### config.mk
export PLATFORM = sky130hd
export DESIGN_NAME = hsi_min_tracker
export DESIGN_NICKNAME = d
export VERILOG_FILES = /design/src/logic/hsi_pkg.sv /design/src/logic/hsi_min_tracker.sv
export SDC_FILE = /design/constraint.sdc
export NUM_CORES = 1
export LEC_CHECK = 0
export BUFFER_PORTS_ARGS = -buffer_cell sky130_fd_sc_hd__buf_2
export CORE_MARGIN = 2
export CORE_UTILIZATION = 30
export DETAILED_ROUTE_END_ITERATION = 8
export HOLD_SLACK_MARGIN = 0.02
export PLACE_DENSITY = 0.6
export SLEW_MARGIN = 15
export SYNTH_ARGS = -nofsm -noshare
export SYNTH_HDL_FRONTEND = slang
export SYNTH_SLANG_ARGS = --single-unit
export TNS_END_PERCENT = 10
### constraint.sdc
create_clock -name clk -period 3.28 [get_ports clk]
set_input_delay 0.492 -clock clk [delete_from_list [all_inputs] [get_ports clk]]
set_output_delay 0.492 -clock clk [all_outputs]
set_load 0.03 [all_outputs]
### src/logic/hsi_pkg.sv
package hsi_pkg;

  localparam int DATA_WIDTH     = 16;  // One band sample
  localparam int WORD_WIDTH     = 32;  // Storage word, two bands
  localparam int DATA_WIDTH_MUL = 32;  // Squared difference
  localparam int DATA_WIDTH_ACC = 48;  // Lane accumulator, room for many bands

  // Two bands per storage word
  // Memories move the raw word, the MSE unit works on the lanes
  typedef union packed {
    logic [WORD_WIDTH-1:0] raw;  // Whole word as stored
    struct packed {
      logic [DATA_WIDTH-1:0] hi;  // Odd band
      logic [DATA_WIDTH-1:0] lo;  // Even band
    } lanes;
  } hsi_word_t;

endpackage

### src/logic/hsi_min_tracker.sv
`timescale 1ns/1ps

module hsi_min_tracker #(
  parameter int  HSI_LIBRARY_SIZE = 256,
  localparam int REF_W            = $clog2(HSI_LIBRARY_SIZE)
) (
  input  logic                               clk,
  input  logic                               rst_n,
  input  logic                               mse_valid,
  input  logic [hsi_pkg::DATA_WIDTH_MUL-1:0] mse_value,
  input  logic [REF_W-1:0]                   mse_ref,
  output logic                               match_valid,  // One strobe per search
  output logic [REF_W-1:0]                   match_ref,
  output logic [hsi_pkg::DATA_WIDTH_MUL-1:0] match_mse
);
  import hsi_pkg::*;

  logic [DATA_WIDTH_MUL-1:0] best_mse, next_mse;
  logic [REF_W-1:0]          best_ref, next_ref;
  logic                      take, last_entry;

  assign take       = (mse_ref == '0) || (mse_value < best_mse);  // Strict, ties keep lower index
  assign next_mse   = take ? mse_value : best_mse;
  assign next_ref   = take ? mse_ref : best_ref;
  assign last_entry = (mse_ref == REF_W'(HSI_LIBRARY_SIZE - 1));

  always_ff @(posedge clk or negedge rst_n) begin
    if (!rst_n) begin
      best_mse    <= '0;
      best_ref    <= '0;
      match_valid <= 1'b0;
      match_ref   <= '0;
      match_mse   <= '0;
    end else begin
      match_valid <= mse_valid && last_entry;
      if (mse_valid) begin
        best_mse <= next_mse;
        best_ref <= next_ref;
        if (last_entry) begin
          match_mse <= next_mse;  // Include the final entry
          match_ref <= next_ref;
        end
      end
    end
  end

endmodule

# == After elaboration in Yosys (flattened, before gate mapping) ==
# Index checks and enable logic that the tools add are counted.
# classes
magnitude_cmp,1
n_eq_ne,1
muxes,2
n_reduce_logical,4
# ops
cell,n
32-bit less-than comparator,1
32-bit two-way mux,1
"8-bit == test, second input constant",1
8-bit logical NOT,1
8-bit two-way mux,1
2-bit AND reduction,1
1-bit logical AND,1
1-bit logical OR,1
# totals
regBits,81
inputBits,43
output_inout_bits,41

# == Depth between registers and ports, before layout ==
# Gate-level depths: netlist of run 1.
# depth
depth_word,3
mapped_depth,10
depth_no_buf,8

# == Least setup slack after synthesis of run 1 ==
# No wires, ideal clock.
# synth_path
kind,input port to flip-flop
start,input mse_value[14] (netlist bit)
end,register best_mse[0]
setup_ns,0.125
t_arrival_ns,2.474
required_ns,3.155
path_slack_ns,0.681
stages,9
path_cell_list,ha_1 -> nand4_1 -> or3_1 -> a221o_1 -> a41o_1 -> and3_1 -> buf_6 -> buf_6 -> mux2_4
# synth_via
elab_chain_len,3
# synth_rtl
item,line_no,rtl
"start, declared",hsi_min_tracker.sv:10,"input logic [hsi_pkg::DATA_WIDTH_MUL-1:0] mse_value,"
32-bit less-than comparator,hsi_min_tracker.sv:22,assign take = (mse_ref == '0) || (mse_value < best_mse);
1-bit logical OR,hsi_min_tracker.sv:22,
32-bit two-way mux,hsi_min_tracker.sv:23,assign next_mse = take ? mse_value : best_mse;
"end signal, assigned",hsi_min_tracker.sv:37,best_mse <= next_mse;
"end, declared",hsi_min_tracker.sv:18,"logic [DATA_WIDTH_MUL-1:0] best_mse, next_mse;"
# No other way between the ends.
# A chain may end at the register's enable or synchronous reset.

# == Worst setup path after layout of run 1 ==
# layout_path
start,register best_mse[14]
end,register best_mse[14]
# layout_via
elab_chain_len,3
# layout_rtl
item,line_no
32-bit less-than comparator,hsi_min_tracker.sv:22
1-bit logical OR,hsi_min_tracker.sv:22
32-bit two-way mux (*),hsi_min_tracker.sv:23
# Mark *: on every way between the ends. The rest lies on a longest branch, timed or not.

==> metrics.txt, run 1 <==
status finished clean; Syn Inst Count 426; commonest non-fill, non-tap cell in the layout buf_2; unique cell type count in the Yosys netlist 33; Hold WC Path Type input pin to async pin; vias in the first global route 3532; Setup crit start kind register; slew margin rel. 27.2%; Syn Area/Cell 10.3 um2; crit path max fanout 24; Worst VDD drop 0.000342 V; P per Cell Area 818 nW/um2; buffers plus inverters on the worst setup path 2; Syn Std Cell Area 4390 um2; # Max-Cap Violations 0; top_reg_cell synth dfrtp_1; Die Area 15600 um2; ranking of synthesized cells by area dfrtp_1 (46%), mux2_4 (14%), ha_1 (8.8%), a31oi_1 (4.6%), nand3_1 (4.1%); GRT Resource Usage Total 14.5%; DRT Pass-1 Iters 5; clock root cell clkbuf_16; Hold Buf Count CTS 0; clock latency on the worst-skew pair 0.34 ns; dpl ws 0.207 ns; grt ovf 0; Final Cycle Share 86.3%; final WL 10.8 mm; non-filler instance count after layout 690; top cell type's share of synthesized area 46.2%; FMAX 0.353 GHz; IO Count 84; Crit path required time 3.50 ns; fin util 36.6%; ANT cells 0; fin nets 575; H-tree lvl count 3; most frequent cells in the layout buf_2 (82), dfrtp_1 (81), mux2_4 (40); clock buffer depth 2; Die Y 125 um; Post-CTS Setup Bufs 0; first-pass GRT wire length 18.2 mm; Cell Count Post-Placement 674; synth-to-layout area growth 20.3%; Initial Util 30.4%; Antenna Violating Nets Remaining 0; via count 3463; CTS tree yes; endpoints failing hold 0; family with the most delay on the worst path simple AND/OR/NAND/NOR gates; Worst Tran Pin Value 1.09 ns; area leader, netlist dfrtp_1; GP Congestion 0.719; Hold WS 0.203 ns; Leak 0.00267 uW; CORE AREA 14400 um2; crit path cell chain inv_1 -> ha_1 -> nand4_1 -> or3_1 -> a221o_1 -> a41o_1 -> and3_2 -> buf_4 -> mux2_4; Crit-path slowest cell or3_1; initial antenna violation count 0; clk slew on worst S/H paths 0.06 ns; Seq cells post-synth 81; share of cells above drive strength 1 29.6%; WP data arrival 3.05 ns; RSZ-0062 raised after global routing no; Setup CP Type register to register; largest net degree at the start of global routing 82; # port buffers 83; total clock sinks 81; clk_skew 0.00733 ns; TritonCTS Buffers 9; DR iter-0 viols 209; row count 44; DIE WIDTH 125 um; syn nets 500; Via-to-Cell Ratio 5.02; post-synthesis sequential area ratio 46.2%; EDFF count, synth 0; TNS Setup 0 ns; Avg WL per Cell 15.7 um; post-cts resize count 0; post-route setup slack 0.450 ns; endpoints failing setup 0; CP max stage delay 0.41 ns; DP Wirelength 7.39 mm; # DRC 0; CP endpoint kind register; Yosys warnings 0; Tmin final 2.83 ns; Slew Limit Fails 0; Post-synth ARST share 100%
[registers in the layout (all words and copies together) (netlist names)]
signal,count
best_ref,8
match_valid,1
best_mse,32
match_mse,32
match_ref,8
[power breakdown]
group | internal, uW | total (uW) | switching [uW]
registers | 1300 | 1510 | 208
clock network | 632 | 1050 | 413
logic | 847 | 1770 | 918
[cell families (layout without fill, tap and decap cells)]
group,after synthesis,in the layout,synth area share (%)
AO/OA/AOI/OAI,102,102,13.7
adder cells (fa/ha/maj),31,31,8.83
buffers and inverters,63,143,6.33
flip-flops,81,81,46.2
multiplexers,40,40,13.7
AND/OR/NAND/NOR,109,109,11.3
[worst reg2reg max path: stages (launching register included)]
cell and delay, ns:
dfrtp_1 0.35, inv_1 0.05, ha_1 0.31, nand4_1 0.16
or3_1 0.41, a221o_1 0.32, a41o_1 0.26, and3_2 0.21
buf_4 0.28, mux2_4 0.36
[layer usage]
layer | wire length, um | GRT usage, %
met4 | 181 | 5.62
met2 | 4980 | 22.6
met3 | 502 | 3.85
met1 | 5140 | 19.3
met5 | 0 | 0
[cell usage after synthesis, types with 2 or more instances]
master and instances:
a41o_1 2, a21o_1 2, clkbuf_2 3, o211ai_1 4
nand3_1 36, nand2_1 19, a31oi_1 32, nor3_1 2
nor4_1 2, buf_6 5, inv_1 35, nor2_1 38
nand4_1 5, clkbuf_1 18, o21ai_0 36, or3_1 2
a221o_1 2, a21oi_1 19, ha_1 31, dfrtp_1 81
mux2_4 40
[per-stage QoR]
step	power, uW	instance area (um2)
2_1_floorplan	2890	4390
3_3_place_gp	3240	4970
3_5_place_dp	3300	4970
4_1_cts	4360	5280
5_1_grt	4650	5280
6_report	4320	5280
[final timing paths]
path                                     from             to  slack (ns)  depth (start not counted)
worst min register to register   match_ref[3]   match_ref[3]        0.51                          2
worst max-delay path             best_mse[14]   best_mse[14]        0.45                          9
worst min-delay path                    rst_n  match_mse[26]        0.20                          1
min in group clk                mse_value[31]   best_mse[31]        0.42                          2
max in group asynchronous               rst_n   best_mse[13]        2.57                          1
worst max register to register   best_mse[14]   best_mse[14]        0.45                          9
[final cells by class]
cell class,instances,area [um2]
Inverter,36,135
Timing Repair Buffer,91,482
Clock buffer,12,256
Sequential cell,81,2030
Multi-Input combinational cell,282,2100
Tap cell,184,230
Fill cell,1451,9140
Clock inverter,4,51.3
Note: power is estimated with default switching activity, not from simulation.
==> inputs of run 2 (changes only) <==
--- a/config.mk
+++ b/config.mk
@@ -8,2 +8,3 @@
 export BUFFER_PORTS_ARGS = -buffer_cell sky130_fd_sc_hd__buf_2
+export CORE_ASPECT_RATIO = 1.1
 export CORE_MARGIN = 2
--- a/constraint.sdc
+++ b/constraint.sdc
@@ -3,2 +3,2 @@
 set_output_delay 0.492 -clock clk [all_outputs]
-set_load 0.03 [all_outputs]
+set_load 0.02 [all_outputs]
==> run 2 against run 1 <==
Against the previous run:
- fmax up 0.50%
- die area is essentially flat
- routed wire length increased by 1.5%
- flip-flop and latch count did not move
- utilization up 0.089 points
- clock skew is 0.0038 ns higher
- combinational power hardly changed
- global-route usage up 0.30 points
- cell count up 0.87%
- critical path depth is 1 lower
- worst setup slack better by 0.014 ns
- critical path type unchanged
- largest cell class unchanged
==> metrics.txt, run 2 (synthesis gave the netlist of run 1 again) <==
sequential fraction of design power 36.0% (was 35.0%); most frequent cells in the layout buf_2 (82), dfrtp_1 (81), mux2_4 (40) (unchanged); # port buffers 83 (unchanged); Sequential Area 2030 um2 (unchanged); WP data arrival 3.07 ns (was 3.05 ns); # DRC 0 (unchanged); Final Cycle Share 85.9% (was 86.3%); Multi-input gate area 2100 um2 (unchanged); Largest regs best_mse: 32 flops, match_mse: 32 flops (unchanged); slew margin rel. 22.8% (was 27.2%); IO Count 84 (unchanged); switching power 1500 uW (was 1540 uW); ANT cells 0 (unchanged); crit path max fanout 33 (was 24); Worst Tran Pin Value 1.16 ns (was 1.09 ns); # Max-Cap Violations 0 (unchanged); Leak 0.00266 uW (was 0.00267 uW); initial antenna violation count 0 (unchanged); Initial Util 30.5% (was 30.4%); endpoints failing setup 0 (unchanged); Setup CP Type register to register (unchanged); R2R Path End match_ref[7] (was best_mse[14]); commonest non-fill, non-tap cell in the layout buf_2 (unchanged); Crit path required time 3.53 ns (was 3.50 ns); synth-to-layout area growth 20.3% (unchanged); fill count 1485 (was 1451); clk slew on worst S/H paths 0.06 ns (about the same); Slew Limit Fails 0 (unchanged); Avg WL per Cell 15.8 um (was 15.7 um); H-tree lvl count 3 (unchanged); CORE AREA 14400 um2 (about the same); first-pass GRT wire length 17.9 mm (was 18.2 mm); final WL 11.0 mm (was 10.8 mm); sw frac 35.9% (was 35.6%); Clock power frac 22.1% (was 24.2%); P per Cell Area 792 nW/um2 (was 818 nW/um2); fin util 36.7% (was 36.6%); Power Total 4180 uW (was 4320 uW); Setup crit start kind register (unchanged); Comb pwr share 41.8% (was 40.9%); DIE WIDTH 119 um (was 125 um); clock buffer depth 2 (unchanged); DR iter-0 viols 203 (was 209); Die Y 131 um (was 125 um); clock latency on the worst-skew pair 0.34 ns (about the same); vias in the first global route 3505 (was 3532); Antenna Violating Nets Remaining 0 (unchanged); clk_skew 0.0111 ns (was 0.00733 ns); Die Area 15600 um2 (about the same); Cell Count Post-Placement 680 (was 674); Tmin final 2.82 ns (was 2.83 ns); total clock sinks 81 (unchanged); Post-CTS Setup Bufs 0 (unchanged); GP Congestion 0.772 (was 0.719); DP Wirelength 7.30 mm (was 7.39 mm); fin nets 574 (was 575); non-filler instance count after layout 696 (was 690); row count 46 (was 44); Hold WS 0.0683 ns (was 0.203 ns); GRT Resource Usage Total 14.8% (was 14.5%); TNS Setup 0 ns (unchanged); CP endpoint kind register (unchanged); Reg2Reg Launch Point best_mse[31] (was best_mse[14]); largest net degree at the start of global routing 82 (unchanged); TritonCTS Buffers 9 (unchanged); Hold Buf Count CTS 0 (unchanged); post-cts resize count 0 (unchanged); FMAX 0.355 GHz (was 0.353 GHz); CTS tree yes (unchanged); Hold WC Path Type input pin to async pin (unchanged); RSZ-0062 raised after global routing no (unchanged); grt ovf 0 (unchanged); clock root cell clkbuf_16 (unchanged); status finished clean (unchanged); Via-to-Cell Ratio 4.97 (was 5.02); share of cells above drive strength 1 29.2% (was 29.6%); worst reg2reg path depth 8 (was 9); Worst VDD drop 0.000303 V (was 0.000342 V); internal power 2680 uW (was 2780 uW); endpoints failing hold 0 (unchanged); via count 3458 (was 3463); DRT Pass-1 Iters 4 (was 5); reg-to-reg setup timing slack 0.46 ns (was 0.45 ns)
==> run 2: how the worst max path moves through the flow <==
stage	startpoint	to	slack (ns)	cells after the start
detailed placement	mse_value[14]	best_ref[3]	0.25	9
CTS	best_mse[14]	best_mse[9]	0.46	9
global route	best_mse[30]	match_mse[17]	0.24	8
finish	best_mse[31]	match_ref[7]	0.46	8
global placement	mse_value[14]	best_mse[29]	0.26	9
floorplan	mse_value[14]	best_mse[0]	0.68	9
==> run 2: layout make-up <==
type                            count  area share (%)
Tap cell                          192            4.55
Clock buffer                       12            4.67
Timing Repair Buffer               90            9.76
Multi-Input combinational cell    282            39.8
Inverter                           36            2.56
Clock inverter                      3           0.332
Sequential cell                    81            38.4
==> run 2: power by group through the flow <==
stage | Combinational [uW] | Clock [uW] | Sequential [uW]
2_1_floorplan | 1340 | 0 | 1520
3_3_place_gp | 1710 | 0 | 1510
3_5_place_dp | 1740 | 0 | 1520
4_1_cts | 1760 | 953 | 1510
5_1_grt | 1970 | 1000 | 1550
6_report | 1750 | 925 | 1510
==> run 2: critical path, cell delays in order (launching register included) <==
cell	delay, ns
dfrtp_1	0.37
inv_1	0.06
ha_1	0.28
nand4_1	0.12
nor3_1	0.32
and2_1	0.21
a22o_1	0.92
nor2_1	0.21
o211ai_1	0.24
==> run 2: through the flow <==
step	area (um2)	setup slack [ns]
final	5280	0.464
after detailed placement	4990	0.253
after global routing	5280	0.242
after floorplan	4390	0.681
after global placement	4990	0.261
after CTS	5250	0.464
==> run 2: routing by layer <==
layer,track usage (%),up-vias,share of wire [%]
li1,-,1660,-
met1,19.0,1693,47
met2,23.9,87,47
met3,3.86,18,4.3
met4,6.02,0,2.0
met5,0,-,0
==> inputs of run 3 (changes only) <==
ABC_AREA = 1   (was default)
PLACE_DENSITY = 0.59   (was 0.6)
==> run 3 against run 2 <==
Against the previous run:
- synthesized cell count up 46%
- worst setup slack better by 0.49 ns
- fmax up 21%
- routed wire length up 13%
- non-clock buffer count up 1
==> metrics.txt, run 3 <==
cell count along the critical path 14 (was 8); non-filler instance count after layout 901 (was 696); Leak 0.00335 uW (was 0.00266 uW); EDFF count, synth 0 (unchanged); Worst Tran Pin Value 0.828 ns (was 1.16 ns); Die Area 16800 um2 (was 15600 um2); Die Y 136 um (was 131 um); Crit-path slowest cell nand2_4 (was a22o_1); CORE AREA 15600 um2 (was 14400 um2); status finished clean (unchanged); FMAX 0.431 GHz (was 0.355 GHz); via count 4076 (was 3458); Post-CTS Setup Bufs 0 (unchanged); count leader, synth nand2_1 (was dfrtp_1); synth cell count leaders nand2_1 (222), nand3_1 (110), inv_1 (83) (was dfrtp_1 (81), mux2_4 (40), nor2_1 (38)); ranking of synthesized cells by area dfrtp_1 (43%), nand2_1 (18%), nand3_1 (12%), ha_1 (8.2%), inv_1 (6.6%) (was dfrtp_1 (46%), mux2_4 (14%), ha_1 (8.8%), a31oi_1 (4.6%), nand3_1 (4.1%)); Slew Limit Fails 0 (unchanged); post-cts resize count 0 (unchanged); GRT Resource Usage Total 15.8% (was 14.8%); H-tree lvl count 3 (unchanged); ANT cells 0 (unchanged); endpoints failing setup 0 (unchanged); Worst VDD drop 0.000472 V (was 0.000303 V); Placed Instance Area 5330 um2 (was 4990 um2); CTS tree yes (unchanged); worst reg2reg path depth 14 (was 8); CP max stage delay 0.49 ns (was 0.92 ns); clock latency on the worst-skew pair 0.34 ns (about the same); crit path to best_mse[25] (was match_ref[7]); Syn Std Cell Area 4740 um2 (was 4390 um2); DR iter-0 viols 170 (was 203); commonest non-fill, non-tap cell in the layout nand2_1 (was buf_2); Hold WC Path Type input pin to async pin (unchanged); DIE WIDTH 124 um (was 119 um); slew margin rel. 44.7% (was 22.8%); Syn Area/Cell 7.61 um2 (was 10.3 um2); Avg WL per Cell 13.7 um (was 15.8 um); clock root cell clkbuf_16 (unchanged); synth-to-layout area growth 18.8% (was 20.3%); Power Total 4350 uW (was 4180 uW); reg-to-reg setup timing slack 0.96 ns (was 0.46 ns); syn nets 697 (was 500); TNS Setup 0 ns (unchanged); row count 48 (was 46); Crit path required time 3.51 ns (was 3.53 ns); top_reg_cell synth dfrtp_1 (unchanged); WP data arrival 2.55 ns (was 3.07 ns); # Max-Cap Violations 0 (unchanged); top cell type's share of synthesized area 42.7% (was 46.2%); unique cell type count in the Yosys netlist 24 (was 33); clk_skew 0.00659 ns (was 0.0111 ns); TritonCTS Buffers 9 (unchanged); Initial Util 30.5% (about the same); family with the most delay on the worst path simple AND/OR/NAND/NOR gates (was compound AO/OA/AOI/OAI gates); CP endpoint kind register (unchanged); buffers plus inverters on the worst setup path 1 (unchanged); Crit path top cell by count nand2_1; fin nets 770 (was 574); fin util 36.2% (was 36.7%); Hold Buf Count CTS 0 (unchanged); Yosys warnings 0 (unchanged); most frequent cells in the layout nand2_1 (222), nand3_1 (109), inv_1 (83) (was buf_2 (82), dfrtp_1 (81), mux2_4 (40)); Syn Inst Count 623 (was 426); Final Cycle Share 70.8% (was 85.9%); Seq cells post-synth 81 (unchanged); GP Congestion 0.762 (was 0.772); crit path max fanout 39 (was 33); vias in the first global route 4140 (was 3505); Via-to-Cell Ratio 4.52 (was 4.97); fill count 1651 (was 1485); post-synthesis sequential area ratio 42.7% (was 46.2%); endpoints failing hold 0 (unchanged); fin area 5630 um2 (was 5280 um2); Antenna Violating Nets Remaining 0 (unchanged); IO Count 84 (unchanged); Critical path origin best_mse[5] (was best_mse[31]); total clock sinks 81 (unchanged); area leader, netlist dfrtp_1 (unchanged); RSZ-0062 raised after global routing no (unchanged); clk slew on worst S/H paths 0.06 ns (about the same); Setup crit start kind register (unchanged); Largest regs best_mse: 32 flops, match_mse: 32 flops (unchanged); DRT Pass-1 Iters 4 (unchanged); P per Cell Area 772 nW/um2 (was 792 nW/um2); share of cells above drive strength 1 19.8% (was 29.2%); largest net degree at the start of global routing 50 (was 82); initial antenna violation count 0 (unchanged); # DRC 0 (unchanged); Setup CP Type register to register (unchanged); R2R Path End best_mse[25] (was match_ref[7]); final WL 12.4 mm (was 11.0 mm); first-pass GRT wire length 20.4 mm (was 17.9 mm); clock buffer depth 2 (unchanged); Tmin final 2.32 ns (was 2.82 ns); Post-synth ARST share 100% (unchanged); # port buffers 83 (unchanged); DP Wirelength 8.03 mm (was 7.30 mm); crit path cell chain inv_1 -> ha_1 -> a21oi_1 -> nor2_1 -> nor3_1 -> nand2_1 -> nand2_1 -> nand2_1 -> nand2_2 -> nand2_4 -> nand2_4 -> nand2_1 -> nand3_1 -> nand2_1 (was inv_1 -> ha_1 -> nand4_1 -> nor3_1 -> and2_1 -> a22o_1 -> nor2_1 -> o211ai_1); grt ovf 0 (unchanged); Reg2Reg Launch Point best_mse[5] (was best_mse[31]); Cell Count Post-Placement 885 (was 680)
==> run 3: worst min-delay path by stage <==
stage	endpoint	slack [ns]	depth (start not counted)
floorplan	best_mse[0]	0.20	0
global placement	match_ref[4]	0.46	2
detailed placement	match_mse[25]	0.46	2
CTS	match_mse[6]	0.20	1
global route	match_mse[6]	0.23	1
finish	match_mse[6]	0.18	1
==> run 3: power by group <==
part           switching [uW]  internal [uW]  total (uW)  leakage [uW]
clock                     402            652        1050      0.000153
combinational            1220            624        1840       0.00215
sequential                155           1300        1460       0.00105
==> run 3: layer usage <==
| metal | part of all wire, % | wire length, um | up-vias | track usage, % |
|---|---|---|---|---|
| li1 | - | - | 2097 | - |
| met1 | 44 | 5490 | 1891 | 19.8 |
| met2 | 50 | 6180 | 75 | 27.1 |
| met3 | 4.4 | 549 | 13 | 3.44 |
| met4 | 1.3 | 165 | 0 | 5.06 |
| met5 | 0 | 0 | - | 0 |
==> run 3: per-stage QoR <==
stage	hold WS, ns	setup WS [ns]
after floorplan	0.196	1.29
after global placement	0.458	0.688
after detailed placement	0.461	0.718
after CTS	0.204	0.936
after global routing	0.234	0.634
final	0.182	0.958
==> run 3: kinds of logic after synthesis <==
kind of cell    count (synthesis)  share of synthesized area, %
fa+ha+maj                      31                          8.18
simple gates                  373                          36.6
buf+inv                       118                          10.2
compound gates                 20                          2.24
flops                          81                          42.7
==> run 3: layout make-up <==
cell class                 instances  area (um2)  area share (%)
timing repair buffer              91         478            8.48
inverter                          89         334            5.93
tap                              200         250            4.44
clock inverter                     2        35.0           0.622
clock buffer                      14         274            4.86
sequential                        81        2030            36.0
multi-input combinational        424        2240            39.7
